<file path="src/verilog/mrd_pkg.sv">
package mrd_pkg;

	// --------------------
	// sizes
	// --------------------

	// butterfly points, radix 5 at most
	localparam int n_lanes = 5;
	// banks, one per residue mod 7
	localparam int n_banks = 7;
	// linear sample address
	localparam int w_addr = 12;
	// address inside one bank
	localparam int w_bank_addr = 9;
	// one real or imag part
	localparam int w_data = 16;

	// bank index of an unused lane
	localparam logic [2:0] bank_none = 3'd7;

	// --------------------
	// types
	// --------------------

	typedef enum logic [1:0]
	{
		st_idle,
		st_read,
		st_drain
	} mrd_state_e;

	typedef struct packed
	{
		logic signed [w_data-1:0] re;
		logic signed [w_data-1:0] im;
	} cplx_t;

	// linear addresses of one butterfly, lane 0 in the low slot
	typedef struct packed
	{
		logic [n_lanes-1:0][w_addr-1:0] addr;
		logic [n_lanes-1:0] valid;
		logic [2:0] radix;
	} lane_addr_t;

	// one read request per bank
	typedef struct packed
	{
		logic [n_banks-1:0] en;
		logic [n_banks-1:0][w_bank_addr-1:0] addr;
	} bank_rd_t;

	// gathered butterfly
	typedef struct packed
	{
		logic valid;
		logic [2:0] radix;
		cplx_t [n_lanes-1:0] data;
	} rd_out_t;

endpackage

</file>
<file path="src/verilog/mrd_bfly_addr.sv">
`timescale 1ns/10ps

module mrd_bfly_addr
	import mrd_pkg::*;
(
	input  logic              clk,
	input  logic              rst_n,
	input  logic              issue,
	input  logic [7:0]        bfly_idx,
	input  logic [2:0]        radix,
	input  logic [w_addr-1:0] stride,
	output lane_addr_t        lanes
);

	// running sum, lane j sits j strides above the butterfly
	logic [n_lanes-1:0][w_addr-1:0] acc;
	logic [n_lanes-1:0] lane_vld;

	// --------------------
	// lane addresses
	// --------------------
	always_comb
	begin
		acc[0] = w_addr'(bfly_idx);
		// chained adders instead of j * stride
		for (int j = 1; j < n_lanes; j++)
			acc[j] = acc[j-1] + stride;
	end

	// lanes below the radix, only while a butterfly is issued
	always_comb
	begin
		for (int j = 0; j < n_lanes; j++)
			lane_vld[j] = issue && (3'(j) < radix);
	end

	// --------------------
	// address register
	// --------------------
	always_ff @(posedge clk)
	begin
		if (!rst_n)
			lanes <= '0;
		else
		begin
			lanes.addr <= acc;
			lanes.valid <= lane_vld;
			lanes.radix <= radix;
		end
	end

endmodule

</file>
<file path="config.mk">
export PLATFORM = sky130hd
export DESIGN_NAME = mrd_bfly_addr
export DESIGN_NICKNAME = d
export VERILOG_FILES = /design/src/verilog/mrd_pkg.sv /design/src/verilog/mrd_bfly_addr.sv
export SDC_FILE = /design/constraint.sdc
export NUM_CORES = 1
export LEC_CHECK = 0
export BUFFER_PORTS_ARGS = -buffer_cell sky130_fd_sc_hd__buf_2
export CORE_ASPECT_RATIO = 2
export CORE_MARGIN = 2
export CORE_UTILIZATION = 40
export CTS_CLUSTER_SIZE = 28
export DETAILED_ROUTE_END_ITERATION = 12
export PLACE_DENSITY_LB_ADDON = 0.2
export SLEW_MARGIN = 5
export SYNTH_ARGS = -nofsm -noshare
export SYNTH_HDL_FRONTEND = slang
export SYNTH_SLANG_ARGS = --single-unit
</file>
<file path="constraint.sdc">
create_clock -name clk -period 6.04 [get_ports clk]
set_input_delay 0.302 -clock clk [delete_from_list [all_inputs] [get_ports clk]]
set_output_delay 0.302 -clock clk [all_outputs]
set_load 0.005 [all_outputs]
</file>
* After elaboration in Yosys (flattened, before gate mapping)
Index checks and enable logic that the tools add are counted.
Word-level totals: bits in registers 68, latch bits 0, RAM bits 0, bits in read-only memories 0, input port bits 26, output and inout bits 68, logic and storage cells 22, memories kept 0
Operators by class: add/sub/neg operators 4, multipliers 0, divide/modulo/power cells 0, order comparisons 5, eq/ne operators 0, shift operators 0, multiplexer cells 0, bitwise gates (word level) 0, reduce and logical (&&, ||, !) cells 5
Operator list (count):
- 12-bit adder | 3
- 8-bit by 12-bit adder with 12-bit output | 1
- 1-bit by 3-bit < comparator with 1-bit output, first input constant | 2
- 2-bit by 3-bit < comparator with 1-bit output, first input constant | 2
- 1-bit logical AND | 5
- 3-bit < comparator, first input constant | 1

* Logic depth before layout (Yosys ltp)
word-level depth 4, depth in mapped cells 25, gate-level depth less buffers 25

* Worst setup path after synthesis
No wires, ideal clock.
path type input -> register, start point input port bfly_idx[0], end point register lanes[67] (netlist bit), library setup time 0.072 ns, data arrival time 4.460 ns, data required time 5.968 ns, path slack 1.509 ns, cell stages on the path 23, buffers on the path 0, cell sequence ha_1 inv_1 fa_1 xnor2_1 ha_1 nor2b_1 o21ai_0 nor2b_1 xnor2_1 ha_1 o21ai_0 a31oi_1 o21ai_0 nand2b_1 a211oi_1 nor2_1 ha_1 a21o_1 a21o_1 a21o_1 a221o_1 or2_2 mux2i_1
RTL lines:
- start, declared | RTL line mrd_bfly_addr.sv:9 | input logic [7:0] bfly_idx,
- end, declared | RTL line mrd_bfly_addr.sv:12 | output lane_addr_t lanes

==> summary.md <==
| Metric | Value |
|---|---|
| Status | finished clean |
| Max Cap Violations | 0 |
| Row count | 48 |
| Biggest regs | lanes x62 |
| I/O pin count | 94 |
| Crit. End Element | register |
| Worst Tran Pin Value | 0.710 ns |
| Residual DRC | 0 |
| Starting density of the core | 0.409 |
| Worst hold path type | primary input to register |
| Seq cells post-synth | 62 |
| Clk buf depth | 2 |
| Top reg by flops | lanes |
| Share of synthesized registers carrying an async set or reset | 0 |
| HP Start | bfly_idx[6] |
| Layout cells sized above 1 | 0.230 |
| Gr ovfl total | 0 |
| H-tree Lvls | 3 |
| CP cell instances | buf_2, ha_1, inv_1, fa_1, xnor2_1, ha_1, nor2b_1, o21ai_0, nor2b_1, xnor2_1, ha_1, o21ai_0, a31oi_1, o21ai_0, nand2b_1, a211oi_1, nor2_1, ha_1, a21o_1, a21o_1, a21o_1, a221o_1, or2_2, mux2i_1 |
| Crit path time final | 4.85 ns |
| Number of flops mapped to enable cells by yosys | 0 |
| VDD IR-drop max | 301 uV |
| Slew Limit Headroom | 0.526 |
| Synthesized area per cell | 9.02 sq um |
| Die Span X | 70.1 um |
| Nets | 546 |
| Core Util, Final | 0.505 |
| Final ANT Viol Nets | 0 |
| Primary FF master, synth | dfxtp_1 |
| Cell Pwr Density | 483 nW/um^2 |
| Critical Path Max Stage Delay | 0.40 ns |
| First-pass GRT wire length | 13400 um |
| Largest register FFs | 62 |
| Core ar. | 8530 sq um |
| Delay-heaviest family, CP | compound AO/OA/AOI/OAI gates |
| Pins Over Slew Limit | 0 |
| Number of port buffers | 89 |
| RSZ-0062 raised after global routing | no |
| Req. time, crit path | 6.30 ns |
| Arrival @ worst endpoint | 5.10 ns |
| Setup violations, final | 0 |
| DPL Wire Length | 6550 um |
| Critical path's slowest cell | fa_1 |
| Achievable Freq | 206 MHz |
| # clock sinks | 62 |
| Unique cell type count in the Yosys netlist | 47 |
| Synth warnings | 0 |
| CTS Buf Count | 9 |
| GR Util All Layers | 0.181 |
| Crit path max fanout | 5 |
| Die area | 9540 sq um |
| Routed length per instance | 14.0 um |
| Type of the worst setup path | primary input to register |
| Gpl congestion | 0.868 |
| Crit start category | primary input |
| DR vias/cell | 5.07 |
| Post-CTS Repair Setup Buffers | 0 |
| DRT Wirelength | 8140 um |
| Mapped Cells | 387 |
| Layout area overhead | 23.3% |
| Most used cell, CP | ha_1 |
| Die Y | 136 um |
| DR iter-0 viols | 79 |
| Hold-fix buffers at CTS | 0 |
| Vias | 2955 |
| CTS tree | done |
| Largest net degree at the start of global routing | 44 |
| Vias in the first global route | 3004 |
| Clk slew on worst S/H paths | 0.05 ns |
| Crit path from | stride[0] |
| Bufs and invs on worst path | 2 |
| Leak Pwr | 0.00211 uW |
| Initial antenna violation count | 0 |
| Root buf cell | clkbuf_16 |
| Post-Syn Area | 3490 sq um |
| Setup TNS | 0 ns |
| Diode count | 0 |
| Pre-antenna DRT Iters | 4 |
| Final hold violation count | 0 |
| Seq/Total Area, Yosys | 0.356 |
| Period utilisation layout | 0.802 |
| CTS resizes | 0 |
-- metrics by stage --
| step | setup WS, ns | hold WS [ns] | total power (uW) | cells | cell area, sq um |
|---|---|---|---|---|---|
| global placement | 0.955 | 0.538 | 1570 | 567 | 4010 |
| global route | 0.806 | 0.201 | 2260 | 583 | 4300 |
| floorplan | 1.51 | 0.412 | 1330 | 390 | 3500 |
| finish | 1.19 | 0.203 | 2080 | 583 | 4300 |
| CTS | 1.17 | 0.198 | 2110 | 583 | 4300 |
| detailed placement | 0.849 | 0.542 | 1590 | 567 | 4010 |
-- where the power goes --
group	total, uW	switching [uW]	internal [uW]
Sequential	526	20.4	506
Clock	507	187	320
Combinational	1050	557	491
Total	2080	765	1320
-- layout make-up --
type	count	area (sq um)
well taps	100	125
inverters	15	56.3
fillers	869	4220
repair buffers	90	453
clock buffers	9	225
flip-flops and latches	62	1240
multi-input cells	300	2130
clock inverters	7	73.8
-- synthesized netlist by cell type, types with 4 or more instances --
cell | n | area share
a21o_1 | 13 | 0.028
a21oi_1 | 24 | 0.034
and2_1 | 32 | 0.057
buf_4 | 7 | 0.015
clkbuf_1 | 5 | 0.0054
dfxtp_1 | 62 | 0.36
fa_1 | 4 | 0.023
ha_1 | 38 | 0.14
inv_1 | 15 | 0.016
mux2i_1 | 4 | 0.011
nand2_1 | 19 | 0.020
nand2b_1 | 8 | 0.014
nand3_1 | 5 | 0.0072
nand4_1 | 5 | 0.0090
nor2_1 | 43 | 0.046
nor2b_1 | 5 | 0.0090
nor3_1 | 4 | 0.0057
o211ai_1 | 5 | 0.011
o21a_1 | 5 | 0.011
o21ai_0 | 16 | 0.023
xnor2_1 | 20 | 0.050
xor2_1 | 12 | 0.030
-- final timing paths --
path                  cells after the start  slack, ns         to
worst max-delay path                     24       1.19  lanes[67]
worst min-delay path                      2       0.20  lanes[14]
-- cell families after synthesis --
group,count (synthesis),synth area share
and+or+nand+nor,135,0.200
AOI/OAI and AO/OA,83,0.154
DFF,62,0.356
adders and majority gates,42,0.159
xor gates and xnor gates,32,0.0803
buffers and inverters,28,0.0376
muxes,4,0.0115
other,1,0.00107
-- cell usage in the layout, fill, tap and decap left out, drive strengths merged, types with 8 or more instances in the layout --
master,instances
nand2,19
a21oi,24
ha,38
nand2b,8
a21o,13
inv,16
clkbuf,9
buf,90
xor2,12
xnor2,20
o21ai,19
nor2,43
dfxtp,62
and2,33
-- routing by layer --
metal,GRT usage,vias to the layer above,share of wire
li1,-,1516,-
met1,0.172,1327,0.36
met2,0.334,83,0.54
met3,0.0460,29,0.045
met4,0.121,0,0.054
met5,0,-,0
Note: power is estimated with default switching activity, not from simulation.
