--- src/verilog/mrd_pkg.sv ---
package mrd_pkg;

	// --------------------
	// sizes
	// --------------------

	// butterfly points, radix 5 at most
	localparam int n_lanes = 5;
	// banks, one per residue mod 7
	localparam int n_banks = 7;
	// linear sample address
	localparam int w_addr = 12;
	// address inside one bank
	localparam int w_bank_addr = 9;
	// one real or imag part
	localparam int w_data = 16;

	// bank index of an unused lane
	localparam logic [2:0] bank_none = 3'd7;

	// --------------------
	// types
	// --------------------

	typedef enum logic [1:0]
	{
		st_idle,
		st_read,
		st_drain
	} mrd_state_e;

	typedef struct packed
	{
		logic signed [w_data-1:0] re;
		logic signed [w_data-1:0] im;
	} cplx_t;

	// linear addresses of one butterfly, lane 0 in the low slot
	typedef struct packed
	{
		logic [n_lanes-1:0][w_addr-1:0] addr;
		logic [n_lanes-1:0] valid;
		logic [2:0] radix;
	} lane_addr_t;

	// one read request per bank
	typedef struct packed
	{
		logic [n_banks-1:0] en;
		logic [n_banks-1:0][w_bank_addr-1:0] addr;
	} bank_rd_t;

	// gathered butterfly
	typedef struct packed
	{
		logic valid;
		logic [2:0] radix;
		cplx_t [n_lanes-1:0] data;
	} rd_out_t;

endpackage

--- src/verilog/mrd_rd_counter.sv ---
`timescale 1ns/10ps

module mrd_rd_counter
	import mrd_pkg::*;
#(
	parameter int wait_cycles = 3
)
(
	input  logic       clk,
	input  logic       rst_n,
	input  mrd_state_e state,
	input  logic [7:0] n_bfly,
	output logic       issue,
	output logic [7:0] bfly_idx,
	output logic       last_issue
);

	localparam int w_wait = $clog2(wait_cycles + 1);

	logic [w_wait-1:0] wait_cnt;
	logic [7:0] last_idx;

	// index of the final butterfly of the pass
	assign last_idx = n_bfly - 8'd1;
	assign last_issue = issue && (bfly_idx == last_idx);

	always_ff @(posedge clk)
	begin
		if (!rst_n)
		begin
			wait_cnt <= '0;
			issue <= 1'b0;
			bfly_idx <= '0;
		end
		else if (state == st_idle)
		begin
			// timer armed, ready for entry into st_read
			wait_cnt <= w_wait'(wait_cycles);
			issue <= 1'b0;
			bfly_idx <= '0;
		end
		else
		begin
			// start-up wait, runs down once per pass
			if (wait_cnt != '0)
				wait_cnt <= wait_cnt - 1'b1;

			// timer expiry opens the issue window
			if (wait_cnt == w_wait'(1))
			begin
				issue <= 1'b1;
				bfly_idx <= '0;
			end
			else if (issue)
			begin
				// one butterfly per cycle, no stall
				if (last_issue)
					issue <= 1'b0;
				else
					bfly_idx <= bfly_idx + 8'd1;
			end
		end
	end

endmodule

--- config.mk ---
export PLATFORM = sky130hd
export DESIGN_NAME = mrd_rd_counter
export DESIGN_NICKNAME = d
export VERILOG_FILES = /design/src/verilog/mrd_pkg.sv /design/src/verilog/mrd_rd_counter.sv
export SDC_FILE = /design/constraint.sdc
export NUM_CORES = 1
export LEC_CHECK = 0
export BUFFER_PORTS_ARGS = -buffer_cell sky130_fd_sc_hd__buf_2
export CAP_MARGIN = 0
export CORE_MARGIN = 1
export CORE_UTILIZATION = 45
export DETAILED_ROUTE_END_ITERATION = 10
export PLACE_DENSITY = 0.83
export SYNTH_ARGS = -nofsm -noshare
export SYNTH_HDL_FRONTEND = slang
export SYNTH_SLANG_ARGS = --single-unit
--- constraint.sdc ---
create_clock -name clk -period 2.05 [get_ports clk]
set_clock_uncertainty 0.15 [all_clocks]
set_input_delay 0.205 -clock clk [delete_from_list [all_inputs] [get_ports clk]]
set_output_delay 0.205 -clock clk [all_outputs]
set_load 0.1 [all_outputs]
* Yosys cells after proc, flatten, opt, wreduce, memory -nomap -nowiden *
Cells that the tools add are included.

operators by class
  add/sub/neg operators = 3
  $mul = 0
  bitwise operators = 2
  equal/unequal tests = 2
  reductions and logical operators = 7
  $lt $le $gt $ge = 0
  shifts and indexed selects = 0
  multiplexer cells = 5
  div/mod/pow operators = 0

operator list
  kind                   count
  $add A8 B1 Y8 const B  1
  $eq A8 B8 Y1           1
  $sub A8 B1 Y8 const B  1
  $mux W2                2
  $reduce_bool A2 Y1     2
  $mux W1                3
  $reduce_or A3 Y1       1
  $eq A2 B1 Y1 const B   1
  $logic_not A2 Y1       1
  $not A1 Y1             2
  $reduce_and A2 Y1      1
  $reduce_or A2 Y1       1
  $sub A2 B1 Y2 const B  1
  $logic_and A1 B1 Y1    1

storage, ports and cells
  memory bits (read-only) = 0
  latch bits = 0
  word-level logic and storage cells = 22
  register bits after elaboration = 11
  memory bits (writable) = 0
  input port bits = 12
  output and inout bits = 10
  memories kept = 0

* Logic depth before layout (Yosys ltp) *
Gate-level depths: netlist of the first run.

  word-level depth = 6
  mapped depth = 9
  mapped depth without buffers = 8

* Worst setup path after synthesis of the first run *
No wires, ideal clock.

  path kind = register -> output
  start point = register bfly_idx[7]
  end point = output last_issue
  path slack = -1.338 ns
  cell stages (with the launch flop) = 7
  arrival time = 3.033 ns
  buffers on the path = 1
  data required time = 1.695 ns
  path through = dfxtp_1 -> xor2_1 -> a2111oi_0 -> a31oi_1 -> a311oi_2 -> buf_6 -> and2_1

on the way
  longest elaborated chain between the ends = 2

ends and longest elaborated chain
  what                    line                  RTL
  start, declared         mrd_rd_counter.sv:14  output logic [7:0] bfly_idx,
  start signal, assigned  mrd_rd_counter.sv:60  bfly_idx <= bfly_idx + 8'd1;
  $eq A8 B8 Y1            mrd_rd_counter.sv:25  assign last_issue = issue && (bfly_idx == last_idx);
  $logic_and A1 B1 Y1     mrd_rd_counter.sv:25
  end, declared           mrd_rd_counter.sv:15  output logic last_issue

No other way between the ends.

* Worst setup path after layout of the first run *
  start point = input n_bfly[0]
  end point = output last_issue

on the way
  longest elaborated chain between the ends = 3

ends and longest elaborated chain
  what                 line                  RTL
  start, declared      mrd_rd_counter.sv:12  input logic [7:0] n_bfly,
  $sub A8 B1 Y8        mrd_rd_counter.sv:24  assign last_idx = n_bfly - 8'd1;
  $eq A8 B8 Y1         mrd_rd_counter.sv:25
  $logic_and A1 B1 Y1  mrd_rd_counter.sv:25

No other way between the ends.

==> results of run 1 <==
-- Yosys cell counts (2+ instances only) --
cell / number
sky130_fd_sc_hd__nand4_1: 5
sky130_fd_sc_hd__a21oi_1: 3
sky130_fd_sc_hd__a21o_1: 2
sky130_fd_sc_hd__ha_1: 4
sky130_fd_sc_hd__nand2_1: 8
sky130_fd_sc_hd__nor3_1: 3
sky130_fd_sc_hd__nor2_1: 3
sky130_fd_sc_hd__or4_1: 2
sky130_fd_sc_hd__inv_1: 8
sky130_fd_sc_hd__o31a_2: 3
sky130_fd_sc_hd__dfxtp_1: 11
sky130_fd_sc_hd__nand2b_1: 2
sky130_fd_sc_hd__o21a_1: 5
sky130_fd_sc_hd__or3_1: 2
sky130_fd_sc_hd__xnor2_1: 4
sky130_fd_sc_hd__xor2_1: 4
sky130_fd_sc_hd__o21ai_0: 3
sky130_fd_sc_hd__mux2i_1: 2
sky130_fd_sc_hd__nor4_1: 4
-- registers in the layout (all words and copies together) (netlist names) --
register  count
wait_cnt      2
issue         1
bfly_idx      8
-- layer usage --
metal | up-vias | GRT usage | wire (µm)
met5 | - | 0 | 0
met4 | 0 | 0.109 | 49
met3 | 7 | 0.0122 | 75
met2 | 32 | 0.453 | 1090
met1 | 408 | 0.260 | 905
li1 | 433 | - | -
-- power groups by stage --
stage               Combinational, µW  Clock [µW]  Sequential, µW
CTS                               239         156             250
detailed placement                229           0             254
finish                            245         151             250
global placement                  222           0             252
global route                      265         159             255
floorplan                         127           0             297
-- worst paths after layout --
check / from / end / slack (ns) / cells after the start
worst max-delay path: n_bfly[0] / last_issue / -0.27 / 10
worst min-delay path: rst_n / wait_cnt[0] / 0.01 / 2
worst max register to register: bfly_idx[7] / bfly_idx[7] / -0.07 / 8
worst min register to register: bfly_idx[1] / bfly_idx[1] / 0.37 / 2
-- cell usage in the layout, fill, tap and decap left out, types with 4 or more instances in the layout --
| master | instances |
|---|---|
| sky130_fd_sc_hd__buf_6 | 5 |
| sky130_fd_sc_hd__buf_2 | 18 |
| sky130_fd_sc_hd__o21a_1 | 5 |
| sky130_fd_sc_hd__nand4_1 | 5 |
| sky130_fd_sc_hd__dfxtp_2 | 5 |
| sky130_fd_sc_hd__nand2_1 | 8 |
| sky130_fd_sc_hd__inv_1 | 6 |
| sky130_fd_sc_hd__buf_4 | 8 |
| sky130_fd_sc_hd__dfxtp_4 | 4 |
-- kinds of logic after synthesis --
group	count (synthesis)	synth area share
multiplexers	2	0.0248
AO/OA/AOI/OAI	27	0.265
XOR/XNOR	8	0.0867
flip-flops	11	0.272
AND/OR/NAND/NOR	34	0.238
buffers and inverters	9	0.0511
adder cells (fa/ha/maj)	4	0.0619
-- area by class of cell --
type	count	share of cell area
repair buffers	33	0.201
well taps	24	0.0245
multi-input cells	75	0.516
clock buffers	4	0.0215
flip-flops and latches	11	0.197
inverters	8	0.0389
-- stage by stage --
stage / hold slack (ns) / instance area (µm²)
5_1_grt: 0.0275 / 1220
3_5_place_dp: 0.297 / 1110
3_3_place_gp: 0.283 / 1110
2_1_floorplan: 0.172 / 901
6_report: 0.0117 / 1220
4_1_cts: 0.0117 / 1200
-- repair_timing --
action                                  CTS  global route
setup buffers                             3             0
endpoints found under the setup margin   10            10
hold endpoints to repair                  0             0
gates resized for setup                  12             5
pin swaps                                 7             6
==> out/results.ini, run 1 <==
[outcome]
run_status=complete, but fails checks
violations_in_the_final_reports=setup timing

[yosys]
synth.top_cells.by_area=sky130_fd_sc_hd__dfxtp_1 (27%), sky130_fd_sc_hd__ha_1 (6.2%), sky130_fd_sc_hd__o21a_1 (4.6%)
postSynth.topFlopCell=sky130_fd_sc_hd__dfxtp_1
post_synth_inst_count=95
flops_latches_synth=11
synth-async-reset-ratio=0
yosysTopAreaCellShare=0.272
mappedNetlistNets=111
syn-mean-instance-area_um2=8.51
post_synth_instance_area_um2=808
warning_count_from_the_yosys_run=0
number_of_enable_flip_flop_cells_after_synthesis=0
yosysTopAreaCell=sky130_fd_sc_hd__dfxtp_1
synth-seq-area-share=0.272
synthDistinctLibCells=36

[drt]
wl_per_cell_um=13.7
detailedRoute.firstPassIterationCount=4
wl_mm=2.12
drt_iter0_drcs=7
route.detailed.vias_per_inst=5.68
detail-route-antenna-nets=0
num_vias=880
drc=0

[setup_path]
maximum_fanout_count_along_the_critical_path=2
path_cells=buf_12 > inv_12 > ha_4 > or3b_4 > buf_6 > nor4_4 > o2111ai_2 > a311oi_2 > and2_4 > buf_12
cp.required_ns=1.69
cp_common_cell=sky130_fd_sc_hd__buf_12
cpPeakStageDelay_ns=0.38
kind_of_cell_with_the_highest_combined_delay_on_the_critical_path=simple AND/OR/NAND/NOR gates
startpoint_type=input pin
critPathArrivalTime_ns=1.97
timing.critical_path.to_type=output pin
cpMaxStageDelayCell=sky130_fd_sc_hd__or3b_4
critical_path_class=in -> out
critical_path_buf_inv_count=4

[pwr]
p_comb_frac=0.379
finalPower_uw=646
clock_power_share=0.233
worst_ir_drop_vdd_v=0.000543
power.share.sequential=0.388
leakage_uw=0.000493
netSwitchingFraction=0.373
power-per-cell-area_nw_per_um2=528
p_int_uw=405
netSwitchingPower_uw=241

[timing]
timing.setup.tns_ns=-0.891
min_period_ns=2.32
worst_slack_ns=-0.272
post-route-period-util=1.13
tightestPinTransition_ns=0.488
total_count_of_hold_check_failures_in_the_final_report=0
final-max-slew-violation-count=0
rsz0062_at_grt=yes
setup_viol=9
clock.fmax_ghz=0.431
slew_headroom=0.677

[placed_design]
dp_slack_ns=-0.415
placed_cells=148
final_wtd_congestion=0.832
portBuffers=21
hpwl_mm=1.44

[clock_tree]
holdBufCountCts=0
cts_max_level=1
cts.reportedPaths.clkPinSlew_ns=0.07
cts_root_buf=sky130_fd_sc_hd__clkbuf_4
tritoncts=built
tritoncts.num_buffers=3
clock_buffer_depth=2
tritoncts_num_sinks=11
clock_latency_ns=0.27

[global_route]
grt_util_all_layers=0.235
grt_pass1_vias=840
global_route_wire_length_before_repair_mm=3.42
grt_max_degree=10
grt_overflow=0
grt_antenna_before_repair=0

[floorplanning]
die-height_um=44.4
fp.dieArea_um2=1970
starting_density_of_the_core=0.507
row_count=14
num_io_pins=22
floorplan_core_area_um2=1590
dieWidth_um=44.4

[final_layout]
final.fill_count=126
multi_input_area_um2=632
synthToLayoutAreaGrowth_pct=51.4
finish.cell_count_without_fillers=155
finalNetCount=148
fin_util=0.768
sequential_cell_area_um2=241
antenna_cells=0
layout-drive-gt1-share=0.504

[min_path]
hold_path.class=in -> reg

[flow_run]
max_cap_violations=0

No activity file was read; power rests on OpenSTA's default activity.
==> run 2, diff against run 1 <==
--- a/config.mk
+++ b/config.mk
@@ -8,4 +8,5 @@
 export BUFFER_PORTS_ARGS = -buffer_cell sky130_fd_sc_hd__buf_2
 export CAP_MARGIN = 0
+export CORE_ASPECT_RATIO = 1.1
 export CORE_MARGIN = 1
 export CORE_UTILIZATION = 45
--- a/constraint.sdc
+++ b/constraint.sdc
@@ -3,3 +3,3 @@
 set_input_delay 0.205 -clock clk [delete_from_list [all_inputs] [get_ports clk]]
 set_output_delay 0.205 -clock clk [all_outputs]
-set_load 0.1 [all_outputs]
+set_load 0.005 [all_outputs]
==> run 2 against run 1 <==
  * Via count up 11%
  * Sequential power is essentially flat
  * Clock power about the same
  * Sequential share of layout area fell by 2.5 points
  * Cell count rose by 2.6%
  * Routed wire length grew 30%
  * Critical path depth increased by 1
  * The flow still finishes with violations (setup timing)
  * Total power decreased by 5.1%
  * Flip-flop and latch count unchanged
==> out/results.ini, run 2 (synthesis results as in run 1) <==
[setup_path]
regToRegStartpoint=bfly_idx[7]
timing.critical_path.to_type=flip-flop
cpMaxStageDelayCell=sky130_fd_sc_hd__or4_1
startpoint_type=input pin
critPathArrivalTime_ns=2.39  ; +0.42 ns
maximum_fanout_count_along_the_critical_path=5  ; +3
cp.required_ns=2.11  ; +0.42 ns
cpPeakStageDelay_ns=0.53  ; +0.15 ns
path_cells=buf_12 > inv_12 > ha_4 > or3b_4 > o31a_1 > o2111ai_2 > a311oi_2 > buf_4 > buf_8 > or4_1 > a21oi_1
worstSetupStartpoint=n_bfly[1]
critical_path_class=in -> reg

[clock_tree]
tritoncts.num_buffers=3  ; unchanged
clock_buffer_depth=2  ; unchanged
cts_max_level=1  ; unchanged
tritoncts=built
tritoncts_num_sinks=11  ; unchanged
cts.reportedPaths.clkPinSlew_ns=0.07  ; about the same
cts_root_buf=sky130_fd_sc_hd__clkbuf_4
clock_latency_ns=0.28  ; about the same

[drt]
route.detailed.vias_per_inst=6.16  ; +8.6%
wl_per_cell_um=17.3  ; +27%
drt_iter0_drcs=23  ; +16
wl_met2_mm=1.44  ; +32%
detail-route-antenna-nets=0  ; unchanged
num_vias=980  ; +11%
drc=0  ; unchanged
detailedRoute.firstPassIterationCount=4  ; unchanged
routed.top_layer=met4
met3_wirelength_um=141  ; +88%
wl_mm=2.76  ; +30%
wl_met1_mm=1.03  ; +13%

[global_route]
global_route_wire_length_before_repair_mm=4.15  ; +22%
grt_max_degree=9  ; -1
grt_overflow=0  ; unchanged
grt_util_all_layers=0.285  ; +0.0496
grt_antenna_before_repair=0  ; unchanged
grt_pass1_vias=910  ; +8.3%

[timing]
rsz0062_at_grt=yes
tightestPinTransition_ns=0.381  ; -0.107 ns
worst_slack_ns=-0.285  ; -0.0122 ns
clock.fmax_ghz=0.428  ; -0.52%
setup_viol=10  ; +1
final-max-slew-violation-count=0  ; unchanged
timing.setup.tns_ns=-1.61  ; -0.721 ns
min_period_ns=2.33  ; +0.0122 ns
post-route-period-util=1.14  ; +0.00597
total_count_of_hold_check_failures_in_the_final_report=0  ; unchanged
slew_headroom=0.745  ; +0.0682

[placed_design]
dp_slack_ns=-0.417  ; -0.00278 ns
final_wtd_congestion=0.899  ; +8.0%
hpwl_mm=1.67  ; +16%
placed_cells=146  ; -1.4%
portBuffers=21  ; unchanged

[final_layout]
final.fill_count=120  ; -4.8%
finalNetCount=159  ; +7.4%
top_registers=bfly_idx: 8 flops, wait_cnt: 2 flops, issue: 1 flops
most-common-layout-cells=sky130_fd_sc_hd__buf_2 (19), sky130_fd_sc_hd__buf_4 (17), sky130_fd_sc_hd__dfxtp_1 (9)
max_flop_register=bfly_idx
final_common_cell=sky130_fd_sc_hd__buf_2
layout-drive-gt1-share=0.493  ; -0.0109
largest_register_ffs=8  ; unchanged
antenna_cells=0  ; unchanged
finish.cell_count_without_fillers=159  ; +2.6%
synthToLayoutAreaGrowth_pct=60.1

[floorplanning]
starting_density_of_the_core=0.495  ; -0.0120
floorplan_core_area_um2=1630  ; +2.4%
dieWidth_um=42.4  ; -4.4%
row_count=15  ; +1
num_io_pins=22  ; unchanged
die-height_um=46.5  ; +4.7%
fp.dieArea_um2=1970  ; about the same

[outcome]
run_status=complete, but fails checks
violations_in_the_final_reports=setup timing

[pwr]
leakage_uw=0.000547  ; +11%
worst_ir_drop_vdd_v=0.000467  ; -14%
power-per-cell-area_nw_per_um2=474  ; -10%

[flow_run]
max_cap_violations=0  ; unchanged

[min_path]
hold_path.class=in -> reg
hold_path_startpoint=rst_n

## run 2: changes by cell type in the layout (fill, tap and decap cells not counted), moves of 2 or more
cell / previous run / this run
sky130_fd_sc_hd__buf_4: 8 / 17
sky130_fd_sc_hd__dfxtp_1: 2 / 9
sky130_fd_sc_hd__dfxtp_4: 4 / 0
sky130_fd_sc_hd__dfxtp_2: 5 / 2
sky130_fd_sc_hd__buf_8: 0 / 2
## run 2: timing repair
| action | 4_1_cts | 5_1_grt |
|---|---|---|
| setup endpoints to repair | 10 | 10 |
| cloned | 1 | 0 |
| hold buffers | 0 | 0 |
| setup buffers | 2 | 7 |
| endpoints found under the hold margin | 0 | 0 |
| resized for setup | 10 | 21 |
| pin swaps | 7 | 6 |
## run 2: metal layers
layer,GRT usage,up-vias
met4,0.163,0
met5,0,-
met1,0.301,451
li1,-,457
met2,0.538,53
met3,0.0510,19
## run 2: layout make-up
type,count,area (µm²),area share
clock buffer,4,26.3,0.0203
inverter,8,47.5,0.0368
multi-input combinational,75,647,0.500
sequential,11,223,0.172
tap,17,21.3,0.0164
timing repair buffer,44,329,0.254
## run 2: through the flow
step                cell area, µm²   util  total power, µW  hold slack, ns
floorplan                      847      -              379           0.172
global placement              1070  0.654              430           0.282
detailed placement            1070  0.654              441           0.287
CTS                           1170  0.718              594          0.0113
finish                        1290  0.792              613         0.00470
global route                  1290  0.792              648          0.0126
## run 2: where the power goes
group	leakage [µW]	internal, µW	total (µW)	switching, µW
logic	0.000442	102	208	106
registers	0.0000904	234	253	18.7
clock network	0.0000150	75.6	153	76.9
total	0.000547	412	613	202
## run 2: worst max-delay path: cells and delay by family
| family | cells | cell delay (ns) |
|---|---|---|
| fa+ha+maj | 1 | 0.11 |
| buf+inv | 4 | 0.44 |
| simple gates | 2 | 0.91 |
| compound gates | 4 | 0.72 |
## run 2: worst paths after layout
kind              depth (start not counted)           to  slack, ns
hold reg to reg                           2  bfly_idx[0]       0.42
setup / recovery                         11  bfly_idx[7]      -0.28
setup reg to reg                          8  bfly_idx[7]      -0.22
hold / removal                            2  wait_cnt[0]      0.005
==> run 3, diff against run 2 <==
Settings changed: ABC_AREA from default to 1, CORE_UTILIZATION 45 to 46.
==> run 3 against run 2 <==
  * Die area up 6.0%
  * Synthesized area is 8.7% higher
  * Combinational power is 40% lower
  * Cell count increased by 23%
  * The run ends with DRC left
  * Largest cell class unchanged
  * Synthesized cell count increased by 56%
  * Worst hold slack better by 0.015 ns
  * Sequential share of layout area increased by 3.5 points
==> out/results.ini, run 3 <==
[outcome]
run_status=complete, but fails checks
violations_in_the_final_reports=DRC

[global_route]
grt_util_all_layers=0.198  ; -0.0868
grt_max_degree=12  ; +3
grt_pass1_vias=828  ; -9.0%
global_route_wire_length_before_repair_mm=3.11  ; -25%
grt_overflow=0  ; unchanged
grt_antenna_before_repair=0  ; unchanged

[timing]
min_period_ns=1.85  ; -0.486 ns
timing.setup.tns_ns=0  ; +1.61 ns
worst_slack_ns=0.201  ; +0.486 ns
post-route-period-util=0.902  ; -0.237
total_count_of_hold_check_failures_in_the_final_report=0  ; unchanged
slew_headroom=0.720  ; -0.0250
final-max-slew-violation-count=0  ; unchanged
fin_worst_hold_slack_ns=0.0197  ; +0.0150 ns
setup_viol=0  ; -10
rsz0062_at_grt=no
tightestPinTransition_ns=0.419  ; +0.0383 ns
clock.fmax_ghz=0.541  ; +26%

[drt]
detail-route-antenna-nets=0  ; unchanged
drc=2  ; +2
wl_mm=1.90  ; -31%
route.detailed.vias_per_inst=4.84  ; -21%
num_vias=949  ; -3.2%
detailedRoute.firstPassIterationCount=7  ; +3
drt_iter0_drcs=27  ; +17%
wl_per_cell_um=9.71  ; -44%

[clock_tree]
cts_max_level=1  ; unchanged
tritoncts=built
clock_latency_ns=0.27  ; about the same
tritoncts.num_buffers=3  ; unchanged
cts_root_buf=sky130_fd_sc_hd__clkbuf_4
clock_buffer_depth=2  ; unchanged
holdBufCountCts=0  ; unchanged
tritoncts_num_sinks=11  ; unchanged
cts.reportedPaths.clkPinSlew_ns=0.07  ; about the same

[floorplanning]
starting_density_of_the_core=0.493  ; -0.00204
row_count=16  ; +1
fp.dieArea_um2=2090  ; +6.0%
dieWidth_um=43.7  ; +3.0%
num_io_pins=22  ; unchanged
floorplan_core_area_um2=1780  ; +9.1%
die-height_um=47.8  ; +3.0%

[setup_path]
maximum_fanout_count_along_the_critical_path=5  ; unchanged
cp.required_ns=1.69  ; -0.42 ns
ff2ff_setup_slack_ns=0.35  ; +0.57 ns
cpMaxStageDelayCell=sky130_fd_sc_hd__ha_2
critPathArrivalTime_ns=1.49  ; -0.90 ns
worst_setup_path_endpoint=last_issue
reg2reg_depth=11  ; +3
cpPeakStageDelay_ns=0.29  ; -0.24 ns
path_cells=buf_2 > inv_1 > ha_2 > or2_2 > nand3_1 > nor2_1 > nand2_1 > nor2_2 > nand3_4 > nor2_1 > buf_2
crit-reg2reg-capture=bfly_idx[1]
timing.critical_path.to_type=output pin
startpoint_type=input pin
worstSetupStartpoint=n_bfly[0]
regToRegStartpoint=bfly_idx[1]
critical_path_class=in -> out

[pwr]
leakage_uw=0.000572  ; +4.6%
finalPower_uw=518  ; -16%
power-per-cell-area_nw_per_um2=479  ; +1.1%
worst_ir_drop_vdd_v=0.000419  ; -10%

[final_layout]
antenna_cells=0  ; unchanged
max_flop_register=bfly_idx
layout-drive-gt1-share=0.230  ; -0.263
top_registers=bfly_idx: 8 flops, wait_cnt: 2 flops, issue: 1 flops
final.fill_count=157  ; +31%
synthToLayoutAreaGrowth_pct=22.9
largest_register_ffs=8  ; unchanged
most-common-layout-cells=sky130_fd_sc_hd__nand2_1 (41), sky130_fd_sc_hd__nor2_1 (25), sky130_fd_sc_hd__inv_1 (23)
final_cell_area_um2=1080  ; -17%
final_common_cell=sky130_fd_sc_hd__nand2_1
finalNetCount=195  ; +23%

[flow_run]
max_cap_violations=0  ; unchanged

[yosys]
post_synth_inst_count=148  ; +56%
synth-seq-area-share=0.251  ; -0.0217
yosysTopAreaCellShare=0.251  ; -0.0217
post_synth_instance_area_um2=878  ; +8.7%
warning_count_from_the_yosys_run=0  ; unchanged
postSynth.topFlopCell=sky130_fd_sc_hd__dfxtp_1
number_of_enable_flip_flop_cells_after_synthesis=0  ; unchanged
post-synth-top-count-cell=sky130_fd_sc_hd__nand2_1
synth.top_cells.by_area=sky130_fd_sc_hd__dfxtp_1 (25%), sky130_fd_sc_hd__nand2_1 (18%), sky130_fd_sc_hd__nor2_1 (11%)
yosysTopAreaCell=sky130_fd_sc_hd__dfxtp_1
mappedNetlistNets=164  ; +48%
synthDistinctLibCells=18  ; -50%
syn-mean-instance-area_um2=5.93  ; -30%
synth-async-reset-ratio=0  ; unchanged
flops_latches_synth=11  ; unchanged
synth_common_cells=sky130_fd_sc_hd__nand2_1 (41), sky130_fd_sc_hd__nor2_1 (25), sky130_fd_sc_hd__inv_1 (23)

[min_path]
hold_path.class=in -> reg

[placed_design]
hpwl_mm=1.53  ; -8.8%
detailed_place.area_um2=1020  ; -4.7%
dp_slack_ns=0.135  ; +0.552 ns
portBuffers=21  ; unchanged
final_wtd_congestion=0.870  ; -3.2%

## run 3: changes by cell type in the layout (fill, tap and decap cells not counted), moves of 4 or more
cell | previous run | this run
sky130_fd_sc_hd__inv_1 | 6 | 23
sky130_fd_sc_hd__nand2_1 | 8 | 41
sky130_fd_sc_hd__nand4_1 | 5 | 0
sky130_fd_sc_hd__nand3_1 | 0 | 15
sky130_fd_sc_hd__buf_4 | 17 | 6
sky130_fd_sc_hd__a21oi_1 | 2 | 7
sky130_fd_sc_hd__nor2_1 | 3 | 25
sky130_fd_sc_hd__xor2_1 | 3 | 7
sky130_fd_sc_hd__o21a_1 | 5 | 0
sky130_fd_sc_hd__buf_6 | 5 | 0
## run 3: cell families after synthesis
family                     Yosys count  share of synthesized area
buffers and inverters               25                      0.107
AOI/OAI and AO/OA                   11                     0.0627
and+or+nand+nor                     89                      0.443
xor gates and xnor gates             8                     0.0798
DFF                                 11                      0.251
adders and majority gates            4                     0.0570
## run 3: through the flow
stage | utilization | cells
2_1_floorplan | - | 148
3_3_place_gp | 0.571 | 188
3_5_place_dp | 0.571 | 188
4_1_cts | 0.586 | 192
5_1_grt | 0.606 | 196
6_report | 0.606 | 196
## run 3: what timing repair did
action	4_1_cts	5_1_grt
endpoints found under the hold margin	0	0
resized for setup	0	5
setup buffers	0	4
endpoints found under the setup margin	0	1
## run 3: worst min-delay path by stage
stage               cells past startpoint  startpoint          end  slack [ns]
global route                            3       rst_n  wait_cnt[0]        0.05
finish                                  3       rst_n  wait_cnt[1]        0.02
CTS                                     3       rst_n  wait_cnt[1]        0.02
detailed placement                      3       rst_n  wait_cnt[1]        0.30
floorplan                               2       rst_n  wait_cnt[0]        0.18
global placement                        3       rst_n  wait_cnt[1]        0.29
## run 3: final cells by class
class / count / area [µm²] / share of cell area
repair buffers: 27 / 150 / 0.139
flip-flops and latches: 11 / 224 / 0.207
multi-input cells: 112 / 567 / 0.525
inverters: 24 / 90.1 / 0.0834
well taps: 18 / 22.5 / 0.0209
clock buffers: 4 / 26.3 / 0.0243
## run 3: metal layers
layer / GRT usage / vias up / wire length [µm]
li1: - / 518 / -
met1: 0.234 / 404 / 835
met2: 0.370 / 25 / 984
met3: 0.0113 / 2 / 65
met4: 0.100 / 0 / 18
met5: 0 / - / 0
## run 3: critical path: cells and delay by family
kind	cells	cell delay, ns
buf+inv	3	0.34
simple gates	7	0.65
fa+ha+maj	1	0.29
## run 3: power breakdown
part	leakage, µW	switching (µW)	internal, µW
Combinational	0.000467	73.5	51.9
Clock	0.0000150	73.1	75.3
Sequential	0.0000909	17.7	226
